`src/logic/cpu_pkg.sv`:
```
// ======================================
// cpu_pkg
// shared types for the execute slice:
// ROB tags, ALU ops, issue and CDB packets
// ======================================

`default_nettype none

package cpu_pkg;

	// datapath width
	localparam int xlen = 32;

	// ROB has 8 entries
	localparam int rob_bits = 3;

	typedef logic [rob_bits-1:0] rob_tag_t;

	typedef enum logic {
		op_add = 1'b0,
		op_sub = 1'b1
	} alu_op_t;

	// any branch forces a subtract in the unit
	typedef enum logic [1:0] {
		br_none = 2'b00,
		br_bne  = 2'b01,
		br_beq  = 2'b10,
		br_blt  = 2'b11
	} branch_type_t;

	// one issued micro-op, operands already read
	typedef struct packed {
		rob_tag_t          rob_tag;
		alu_op_t           alu_op;
		branch_type_t      branch_type;
		logic [xlen-1:0]   rs1;
		logic [xlen-1:0]   rs2;
	} issue_packet_t;

	// CDB broadcast word, same layout as the memory units use
	typedef struct packed {
		rob_tag_t          dest_rob_entry;
		logic [xlen-1:0]   result;
		logic              branch_result;  // taken flag
		logic              from_memory;    // always 0 here
	} cdb_packet_t;

endpackage

`default_nettype wire

```
`src/logic/adder_32bit.sv`:
```
// ======================================
// adder_32bit
// ripple-carry add/sub with zero,
// negative and overflow flags
// ======================================

`timescale 1ns/1ps
`default_nettype none

module adder_32bit (
	input  logic [cpu_pkg::xlen-1:0] a,
	input  logic [cpu_pkg::xlen-1:0] b,
	input  logic                     sub,
	output logic [cpu_pkg::xlen-1:0] s,
	output logic                     zero,
	output logic                     negative,
	output logic                     overflow
);
	import cpu_pkg::*;

	localparam int groups = xlen / 4;

	logic [xlen:0] c;           // carry chain, c[0] is the carry-in
	logic [groups-1:0] nib_or;

	assign c[0] = sub;  // +1 completes two's complement of b

	genvar i;
	generate
		for (i = 0; i < xlen; i++) begin : g_cell
			logic bx;
			logic p;

			assign bx = b[i] ^ sub;
			assign p = a[i] ^ bx;
			assign s[i] = p ^ c[i];
			assign c[i+1] = (a[i] & bx) | (p & c[i]);
		end
	endgenerate

	// two-level OR tree, nibbles first
	genvar g;
	generate
		for (g = 0; g < groups; g++) begin : g_nib
			assign nib_or[g] = |s[4*g +: 4];
		end
	endgenerate

	assign zero = ~|nib_or;
	assign negative = s[xlen-1];
	assign overflow = c[xlen] ^ c[xlen-1];  // carry into vs out of sign bit

endmodule

`default_nettype wire

```
`src/logic/add_sub_unit.sv`:
```
// ======================================
// add_sub_unit
// add/sub FU, resolves bne/beq/blt and
// holds one CDB packet until yumi
// ======================================

`timescale 1ns/1ps
`default_nettype none

module add_sub_unit (
	input  logic                   clk,
	input  logic                   reset,
	input  logic                   valid_in,
	input  cpu_pkg::issue_packet_t op_in,
	output logic                   ready,
	input  logic                   yumi,
	output logic                   valid_out,
	output cpu_pkg::cdb_packet_t   out
);
	import cpu_pkg::*;

	logic [xlen-1:0] sum;
	logic zero;
	logic negative;
	logic overflow;
	logic sub;
	logic taken;
	logic accept;
	cdb_packet_t held;

	// branches compare by subtracting
	assign sub = (op_in.alu_op == op_sub) || (op_in.branch_type != br_none);

	adder_32bit i_adder (
		.a        (op_in.rs1),
		.b        (op_in.rs2),
		.sub      (sub),
		.s        (sum),
		.zero     (zero),
		.negative (negative),
		.overflow (overflow)
	);

	always_comb begin
		case (op_in.branch_type)
			br_bne:  taken = ~zero;
			br_beq:  taken = zero;
			br_blt:  taken = negative ^ overflow;  // signed less-than
			default: taken = 1'b0;
		endcase
	end

	// one op in flight, free again after yumi
	assign ready = ~valid_out;
	assign accept = valid_in & ready;

	always_ff @(posedge clk) begin
		if (reset)
			valid_out <= 1'b0;
		else if (accept)
			valid_out <= 1'b1;
		else if (yumi)
			valid_out <= 1'b0;
	end

	always_ff @(posedge clk) begin
		if (accept) begin
			held.dest_rob_entry <= op_in.rob_tag;
			held.result <= sum;
			held.branch_result <= taken;
			held.from_memory <= 1'b0;
		end
	end

	assign out = held;

	// CDB may only take a packet that is on offer
	a_yumi_valid: assert property (@(posedge clk) disable iff (reset)
		yumi |-> valid_out);

	// a stalled producer keeps its op steady until taken
	a_op_held: assert property (@(posedge clk) disable iff (reset)
		valid_in && !ready |=> valid_in && $stable(op_in));

endmodule

`default_nettype wire

```
`src/logic/issue_queue.sv`:
```
// ======================================
// issue_queue
// in-order FIFO of issued micro-ops,
// ready/valid on both sides
// ======================================

`timescale 1ns/1ps
`default_nettype none

module issue_queue #(
	parameter int DEPTH = 4
) (
	input  logic                   clk,
	input  logic                   reset,
	input  logic                   in_valid,
	input  cpu_pkg::issue_packet_t in_packet,
	output logic                   in_ready,
	output logic                   out_valid,
	output cpu_pkg::issue_packet_t out_packet,
	input  logic                   out_ready
);
	import cpu_pkg::*;

	localparam int ptr_bits = (DEPTH > 1) ? $clog2(DEPTH) : 1;
	localparam int cnt_bits = $clog2(DEPTH + 1);

	issue_packet_t mem [DEPTH];
	logic [ptr_bits-1:0] head;
	logic [ptr_bits-1:0] tail;
	logic [cnt_bits-1:0] count;
	logic full;
	logic push;
	logic pop;

	function automatic logic [ptr_bits-1:0] next_ptr(input logic [ptr_bits-1:0] p);
		if (p == ptr_bits'(DEPTH - 1))
			return '0;
		return p + 1'b1;
	endfunction

	assign full = (count == cnt_bits'(DEPTH));
	assign in_ready = !full || out_ready;  // full, but the head leaves this cycle
	assign push = in_valid && in_ready;

	assign out_valid = (count != '0);
	assign out_packet = mem[head];
	assign pop = out_valid && out_ready;

	always_ff @(posedge clk) begin
		if (reset) begin
			head <= '0;
			tail <= '0;
			count <= '0;
		end else begin
			if (push)
				tail <= next_ptr(tail);
			if (pop)
				head <= next_ptr(head);
			case ({push, pop})
				2'b10:   count <= count + 1'b1;
				2'b01:   count <= count - 1'b1;
				default: count <= count;
			endcase
		end
	end

	always_ff @(posedge clk) begin
		if (push)
			mem[tail] <= in_packet;
	end

	a_count_bound: assert property (@(posedge clk) disable iff (reset)
		count <= cnt_bits'(DEPTH));

	// head meets tail only when empty or full
	a_no_underflow: assert property (@(posedge clk) disable iff (reset)
		pop |-> (head != tail) || full);

endmodule

`default_nettype wire

```
`src/logic/execute_cluster.sv`:
```
// ======================================
// execute_cluster
// issue queue feeding the add/sub unit,
// results go out on the CDB
// ======================================

`timescale 1ns/1ps
`default_nettype none

module execute_cluster #(
	parameter int DEPTH = 4
) (
	input  logic                   clk,
	input  logic                   reset,
	input  logic                   issue_valid,
	input  cpu_pkg::issue_packet_t issue_packet,
	output logic                   issue_ready,
	output logic                   cdb_valid,
	output cpu_pkg::cdb_packet_t   cdb_packet,
	input  logic                   yumi
);
	import cpu_pkg::*;

	logic q_valid;
	issue_packet_t q_packet;
	logic unit_ready;

	issue_queue #(
		.DEPTH (DEPTH)
	) i_issue_queue (
		.clk        (clk),
		.reset      (reset),
		.in_valid   (issue_valid),
		.in_packet  (issue_packet),
		.in_ready   (issue_ready),
		.out_valid  (q_valid),
		.out_packet (q_packet),
		.out_ready  (unit_ready)
	);

	add_sub_unit i_add_sub_unit (
		.clk       (clk),
		.reset     (reset),
		.valid_in  (q_valid),
		.op_in     (q_packet),
		.ready     (unit_ready),
		.yumi      (yumi),
		.valid_out (cdb_valid),
		.out       (cdb_packet)
	);

endmodule

`default_nettype wire

```
`config.mk`:
```
export PLATFORM = sky130hd
export DESIGN_NAME = execute_cluster
export DESIGN_NICKNAME = d
export VERILOG_FILES = /design/src/logic/cpu_pkg.sv /design/src/logic/adder_32bit.sv /design/src/logic/add_sub_unit.sv /design/src/logic/issue_queue.sv /design/src/logic/execute_cluster.sv
export SDC_FILE = /design/constraint.sdc
export NUM_CORES = 1
export LEC_CHECK = 0
export BUFFER_PORTS_ARGS = -buffer_cell sky130_fd_sc_hd__buf_4
export CELL_PAD_IN_SITES_DETAIL_PLACEMENT = 0
export CELL_PAD_IN_SITES_GLOBAL_PLACEMENT = 2
export CORE_MARGIN = 2
export CORE_UTILIZATION = 50
export CTS_CLUSTER_SIZE = 28
export DETAILED_ROUTE_END_ITERATION = 12
export GPL_TIMING_DRIVEN = 1
export PLACE_DENSITY_LB_ADDON = 0.1
export SLEW_MARGIN = 20
export SYNTH_ARGS = -nofsm -noshare
export SYNTH_HDL_FRONTEND = slang
export SYNTH_SLANG_ARGS = --single-unit
```
`constraint.sdc`:
```
create_clock -name clk -period 26.5 [get_ports clk]
set_input_delay 2.65 -clock clk [delete_from_list [all_inputs] [get_ports clk]]
set_output_delay 2.65 -clock clk [all_outputs]
set_load 0.005 [all_outputs]
```
# Yosys cells after proc, flatten, opt, wreduce, memory -nomap -nowiden
# Memory sizes are Yosys's and may differ from the RTL's. A register that Yosys moved wholly into a read port is not among the register bits.
# Index checks and enable logic that the tools add are counted.
# classes
n_addsub,4
n_mul,0
div,0
magnitude_cmp,0
n_eq_ne,8
shifts,0
mux,18
bitwise_logic,196
reduce_logical,11
# ops
operator,count
$xor 1x1->1,98
$and 1x1->1,65
$or 1x1->1,32
$reduce_or 32->1,1
$mux 2,6
$eq 2x2->1 const B,5
$mux 1,10
$pmux 3 s2,1
$reduce_bool 2->1,3
$add 2x1->2 const B,2
$eq 2x1->1 const B,2
$add 3x1->3 const B,1
$eq 3x3->1 const B,1
$pmux 1 s3,1
$reduce_bool 3->1,1
$sub 3x1->3 const B,1
$logic_and 1x1->1,2
$logic_not 1->1,2
$logic_or 1x1->1,2
$not 1->1,1
# totals
reg_bits,44
latch_bits,0
ramBits,280
mem_bits_ro,0
input_bits,74
wordCells,245
memories,1
# mem_list
memory,words,width,rd,rd_ports_with_merged_regs,write_ports,line_no,rtl
i_issue_queue.mem,4,70,1,1,1,issue_queue.sv:27,issue_packet_t mem [DEPTH];

# Logic depth before layout (Yosys ltp)
# depth
ltp_word,71
depth_mapped,41
mapped_depth_nobuf,39

# Hierarchy
# From an unflattened synthesis, not the netlist that was laid out.
# unflattened
cells_unflattened,607
hier_area_um2,12959.9
# modules_own_cells
module,n_inst,cells_each,area_each_um2
issue_queue,1,418,10543.9
adder_32bit,1,142,1251.2
add_sub_unit,1,47,1164.9

# Worst setup path before layout
# OpenSTA, ideal clock, no wires.
# synth_timing
kind,register to register
startpoint,register with a tool-made name
endpoint,"register i_add_sub_unit.held, in the netlist i_add_sub_unit.out[1] (data pin)"
setup_time_ns,0.256
t_arrival_ns,15.547
required_time_ns,26.244
setup_slack_ns,10.697
stages_incl_launch_ff,42
path_cell_list,dfxtp_1 buf_6 buf_2 buf_2 mux4_2 xnor2_1 fa_1 inv_1 fa_1 fa_1 fa_1 fa_1 fa_1 fa_1 fa_1 fa_1 fa_1 fa_1 [... 6 more ...] fa_1 fa_1 fa_1 fa_1 fa_1 fa_1 fa_1 fa_1 fa_1 fa_1 fa_1 fa_1 fa_1 fa_1 nand4_1 or4_1 or4_1 o211a_1
# synth_rtl
item,line_no,rtl
to (decl),add_sub_unit.sv:29,cdb_packet_t held;

==> impl_results.md <==
* Share of the synthesized area in compound gates (AO/OA/AOI/OAI) at 0.3868%
* Fraction of final layout cells with drive strength greater than 1 at 31.72%
* Critical path peak fanout at 37
* Flop pwr share at 41.7%
* Top_reg_cell synth: sky130_fd_sc_hd__edfxtp_1
* Clock power frac at 26.8%
* Number of sinks handled by clock tree synthesis at 326
* DRT antenna net count at 0
* Wire length of the first global-routing pass at 36810 microns
* Post-CTS setup repair buffer count at 0
* Final worst path period need at 17.27 ns
* Seq cells post-synth at 326
* CTS max path bufs at 3
* TritonCTS clock tree: yes
* Hold violation count in the final report at 0
* Net switching power figure at 0.5172 mW
* Post-route setup slack at 9.233 ns
* Synthesized netlist net count at 717
* Leakage component of the power at 5.384 nW
* Final weighted congestion in routability-driven placement at 0.6974
* Number of different library cells in the post-synthesis netlist at 32
* Port Buffer Count at 111
* Post-Synth XOR/XNOR Area at 2.302%
* Std cell rows at 58
* Fraction of the yosys area taken by sequential cells at 74.89%
* Relative area change from synthesis to final layout at 17.93%
* Count leader, synth: sky130_fd_sc_hd__edfxtp_1
* Detail Placement HPWL at 14470 microns
* Yosys warning total at 0
* Number of remaining DRC errors at 0
* Dominant cell type by count on the critical path: sky130_fd_sc_hd__fa_1
* Share of cell area taken by muxes after synthesis at 12.35%
* Effective utilization at floorplan at 51.08%
* Largest incremental delay on the critical path at 0.88 ns
* Initial antenna violation count at 0
* Aggregate routed wire length at 23970 microns
* CTS Buf Count at 35
* Final antenna diode count at 0
* Area of the mapped netlist at 12940 sq um
* Internal Power at 1.183 mW
* Die boundary height at 164.9 microns
* Clock root buffer: sky130_fd_sc_hd__clkbuf_16
* FMAX at 57.91 MHz
* Number of max-slew violations in the final report at 0
* Combinational share of power at 31.5%
* Final Util at 60.24%
* Sum of internal, switching and leakage power at 1.701 mW
* Result of the run: finished clean
* H-Tree Level Count at 2
* Number of vias per cell at 5.362
* Final setup violating endpoints at 0
* Mean cell area of the mapped netlist at 21.42 sq um
* Power density over the cells at 111.5 nW/um^2
* Fill cell total of the finished layout at 1852
* Clock latency on the worst-skew pair at 0.50 ns
* EDFF count, synth at 316
* Net total in the final layout at 852
* Relative slew slack at 38.85%
* Arrival time worst endpoint at 17.52 ns
* Cell types occupying the most area after synthesis: sky130_fd_sc_hd__edfxtp_1 73%, sky130_fd_sc_hd__mux4_2 12%, sky130_fd_sc_hd__fa_1 5.1%, sky130_fd_sc_hd__xor2_1 2.2%, sky130_fd_sc_hd__inv_1 2.0%
* Clock skew after layout at 0.01225 ns
* Cells after synthesis at 604
* Max-cap check violation count at 0
* Detailed-routing iteration count for the pre-antenna-repair pass at 5
* Largest family of logic cells by synthesized area: multiplexers
* Area fraction of the dominant cell type after synthesis at 73.35%
* Final-layout setup total negative slack at 0 ns
* Post-CTS sizing at 0
* Yosys top cell by area: sky130_fd_sc_hd__edfxtp_1
* DIE WIDTH at 164.9 microns
* Share of synthesized cell area in full adder, half adder and majority cells at 5.687%
* Setup repair after global routing missed its margin: false
* Die ar. at 27180 sq um
* Critical path required time at 26.75 ns
* Critical Path Start Type: flip-flop
* Maximum number of pins on one net before global-route repair at 71
* Maximum VDD drop at 109.8 uV
* Post-synth ARST share at 0%
* Clock-pin slew reported for the worst setup and hold paths after clock tree synthesis at 0.06 ns
* Number of design-rule violations left by the first detailed-router iteration at 346
* Most common library cells after synthesis: 316 x sky130_fd_sc_hd__edfxtp_1, 70 x sky130_fd_sc_hd__mux4_2, 68 x sky130_fd_sc_hd__inv_1, 33 x sky130_fd_sc_hd__fa_1, 32 x sky130_fd_sc_hd__xor2_1
* Worst Hold Class: reg2reg
* Core Area at 25330 sq um
* Congestion Overflow GR at 0
* Vias in the first global route at 6493
* Switching share of total power at 30.41%
* Highest-delay cell along the critical path: sky130_fd_sc_hd__dfxtp_4
* Average routed wire per standard cell at 21.93 microns
* Overall Global Routing Usage at 18.53%
* Post-synthesis simple-gate area fraction at 1.528%
* CP Capture Type: flip-flop
* Transition at the pin with the smallest max-transition slack at 0.9172 ns
* Number of vias in the routed layout at 5861
* Worst setup path category: reg2reg
* Number of hold buffers added after cts at 0
* Share of the clock period used by the worst path at 65.16%
* Number of top-level pins at 113
* Post-Place Setup Slack at 9.104 ns
[final timing paths]
path | startpoint | endpoint | slack [ns] | depth (start not counted)
setup reg to reg | flip-flop | i_add_sub_unit.out[1]$_DFFE_PP_ | 9.23 | 39
hold reg to reg | i_issue_queue.tail[0]$_SDFFE_PP0P_ | i_issue_queue.tail[0]$_SDFFE_PP0P_ | 0.52 | 2
setup / recovery | flip-flop | i_add_sub_unit.out[1]$_DFFE_PP_ | 9.23 | 39
hold / removal | i_issue_queue.tail[0]$_SDFFE_PP0P_ | i_issue_queue.tail[0]$_SDFFE_PP0P_ | 0.52 | 2
[layout make-up]
type                    count  area (sq um)  share of cell area (%)
well taps                 330         412.9                   2.706
inverters                  68         255.2                   1.673
clock inverters            16         118.9                  0.7791
repair buffers            119         900.9                   5.905
clock buffers              45         955.9                   6.265
flip-flops and latches    326          9697                   63.56
multi-input cells         189          2917                   19.12
[critical path, delay by kind of cell (launching register included)]
family                     cells  cell delay (ns)
AOI/OAI and AO/OA              2             0.39
adders and majority gates     31            13.21
buffers and inverters          2             0.76
DFF                            1             0.88
muxes                          1             0.63
and+or+nand+nor                3             1.16
[logic make-up after synthesis]
logic type,Yosys count
AOI/OAI and AO/OA,9
xor gates and xnor gates,34
adders and majority gates,39
buffers and inverters,89
DFF,326
muxes,72
other,1
and+or+nand+nor,34
[sequential cells by signal (all words and copies together) (netlist names), named ones only]
register                  flops
i_issue_queue.mem           280
i_add_sub_unit.out           36
i_issue_queue.count           3
i_issue_queue.head            2
i_issue_queue.tail            2
i_add_sub_unit.valid_out      1
[metrics by stage]
stage	std cells	area [sq um]	hold slack [ns]
detailed placement	1032	14170	0.5094
global route	1093	15260	0.5625
finish	1093	15260	0.5211
CTS	1093	15250	0.5189
global placement	1032	14170	0.4847
floorplan	604	12940	0.4711
[power by group through the flow]
stage | combinational, mW | clock, mW | sequential, mW
after floorplan | 0.347 | 0 | 0.704
after global placement | 0.544 | 0 | 0.719
after detailed placement | 0.548 | 0 | 0.721
after CTS | 0.553 | 0.466 | 0.711
after global routing | 0.605 | 0.486 | 0.718
final | 0.536 | 0.456 | 0.709
[per-layer routing]
layer	share of wire (%)	vias up	global-route usage, %
met2	49	158	30.18
met3	5.3	32	3.616
met5	0	-	0
met1	43	3069	26.01
li1	-	2602	-
met4	1.9	0	5.059
[layout by cell type, fill, tap and decap left out, types with 3 or more instances in the layout]
cell and n:
sky130_fd_sc_hd__clkbuf_16 37, sky130_fd_sc_hd__xor2_1 32, sky130_fd_sc_hd__nand4_1 6, sky130_fd_sc_hd__buf_4 117
sky130_fd_sc_hd__fa_1 33, sky130_fd_sc_hd__or4_1 3, sky130_fd_sc_hd__clkinv_2 5, sky130_fd_sc_hd__dfxtp_1 8
sky130_fd_sc_hd__clkbuf_1 8, sky130_fd_sc_hd__ha_1 6, sky130_fd_sc_hd__nand2_1 4, sky130_fd_sc_hd__o21ai_0 3
sky130_fd_sc_hd__inv_1 68, sky130_fd_sc_hd__clkinv_1 9, sky130_fd_sc_hd__nor2_1 6, sky130_fd_sc_hd__a21oi_1 5
sky130_fd_sc_hd__mux4_2 70, sky130_fd_sc_hd__edfxtp_1 316, sky130_fd_sc_hd__and3_4 4
(Power assumes the default switching activity.)
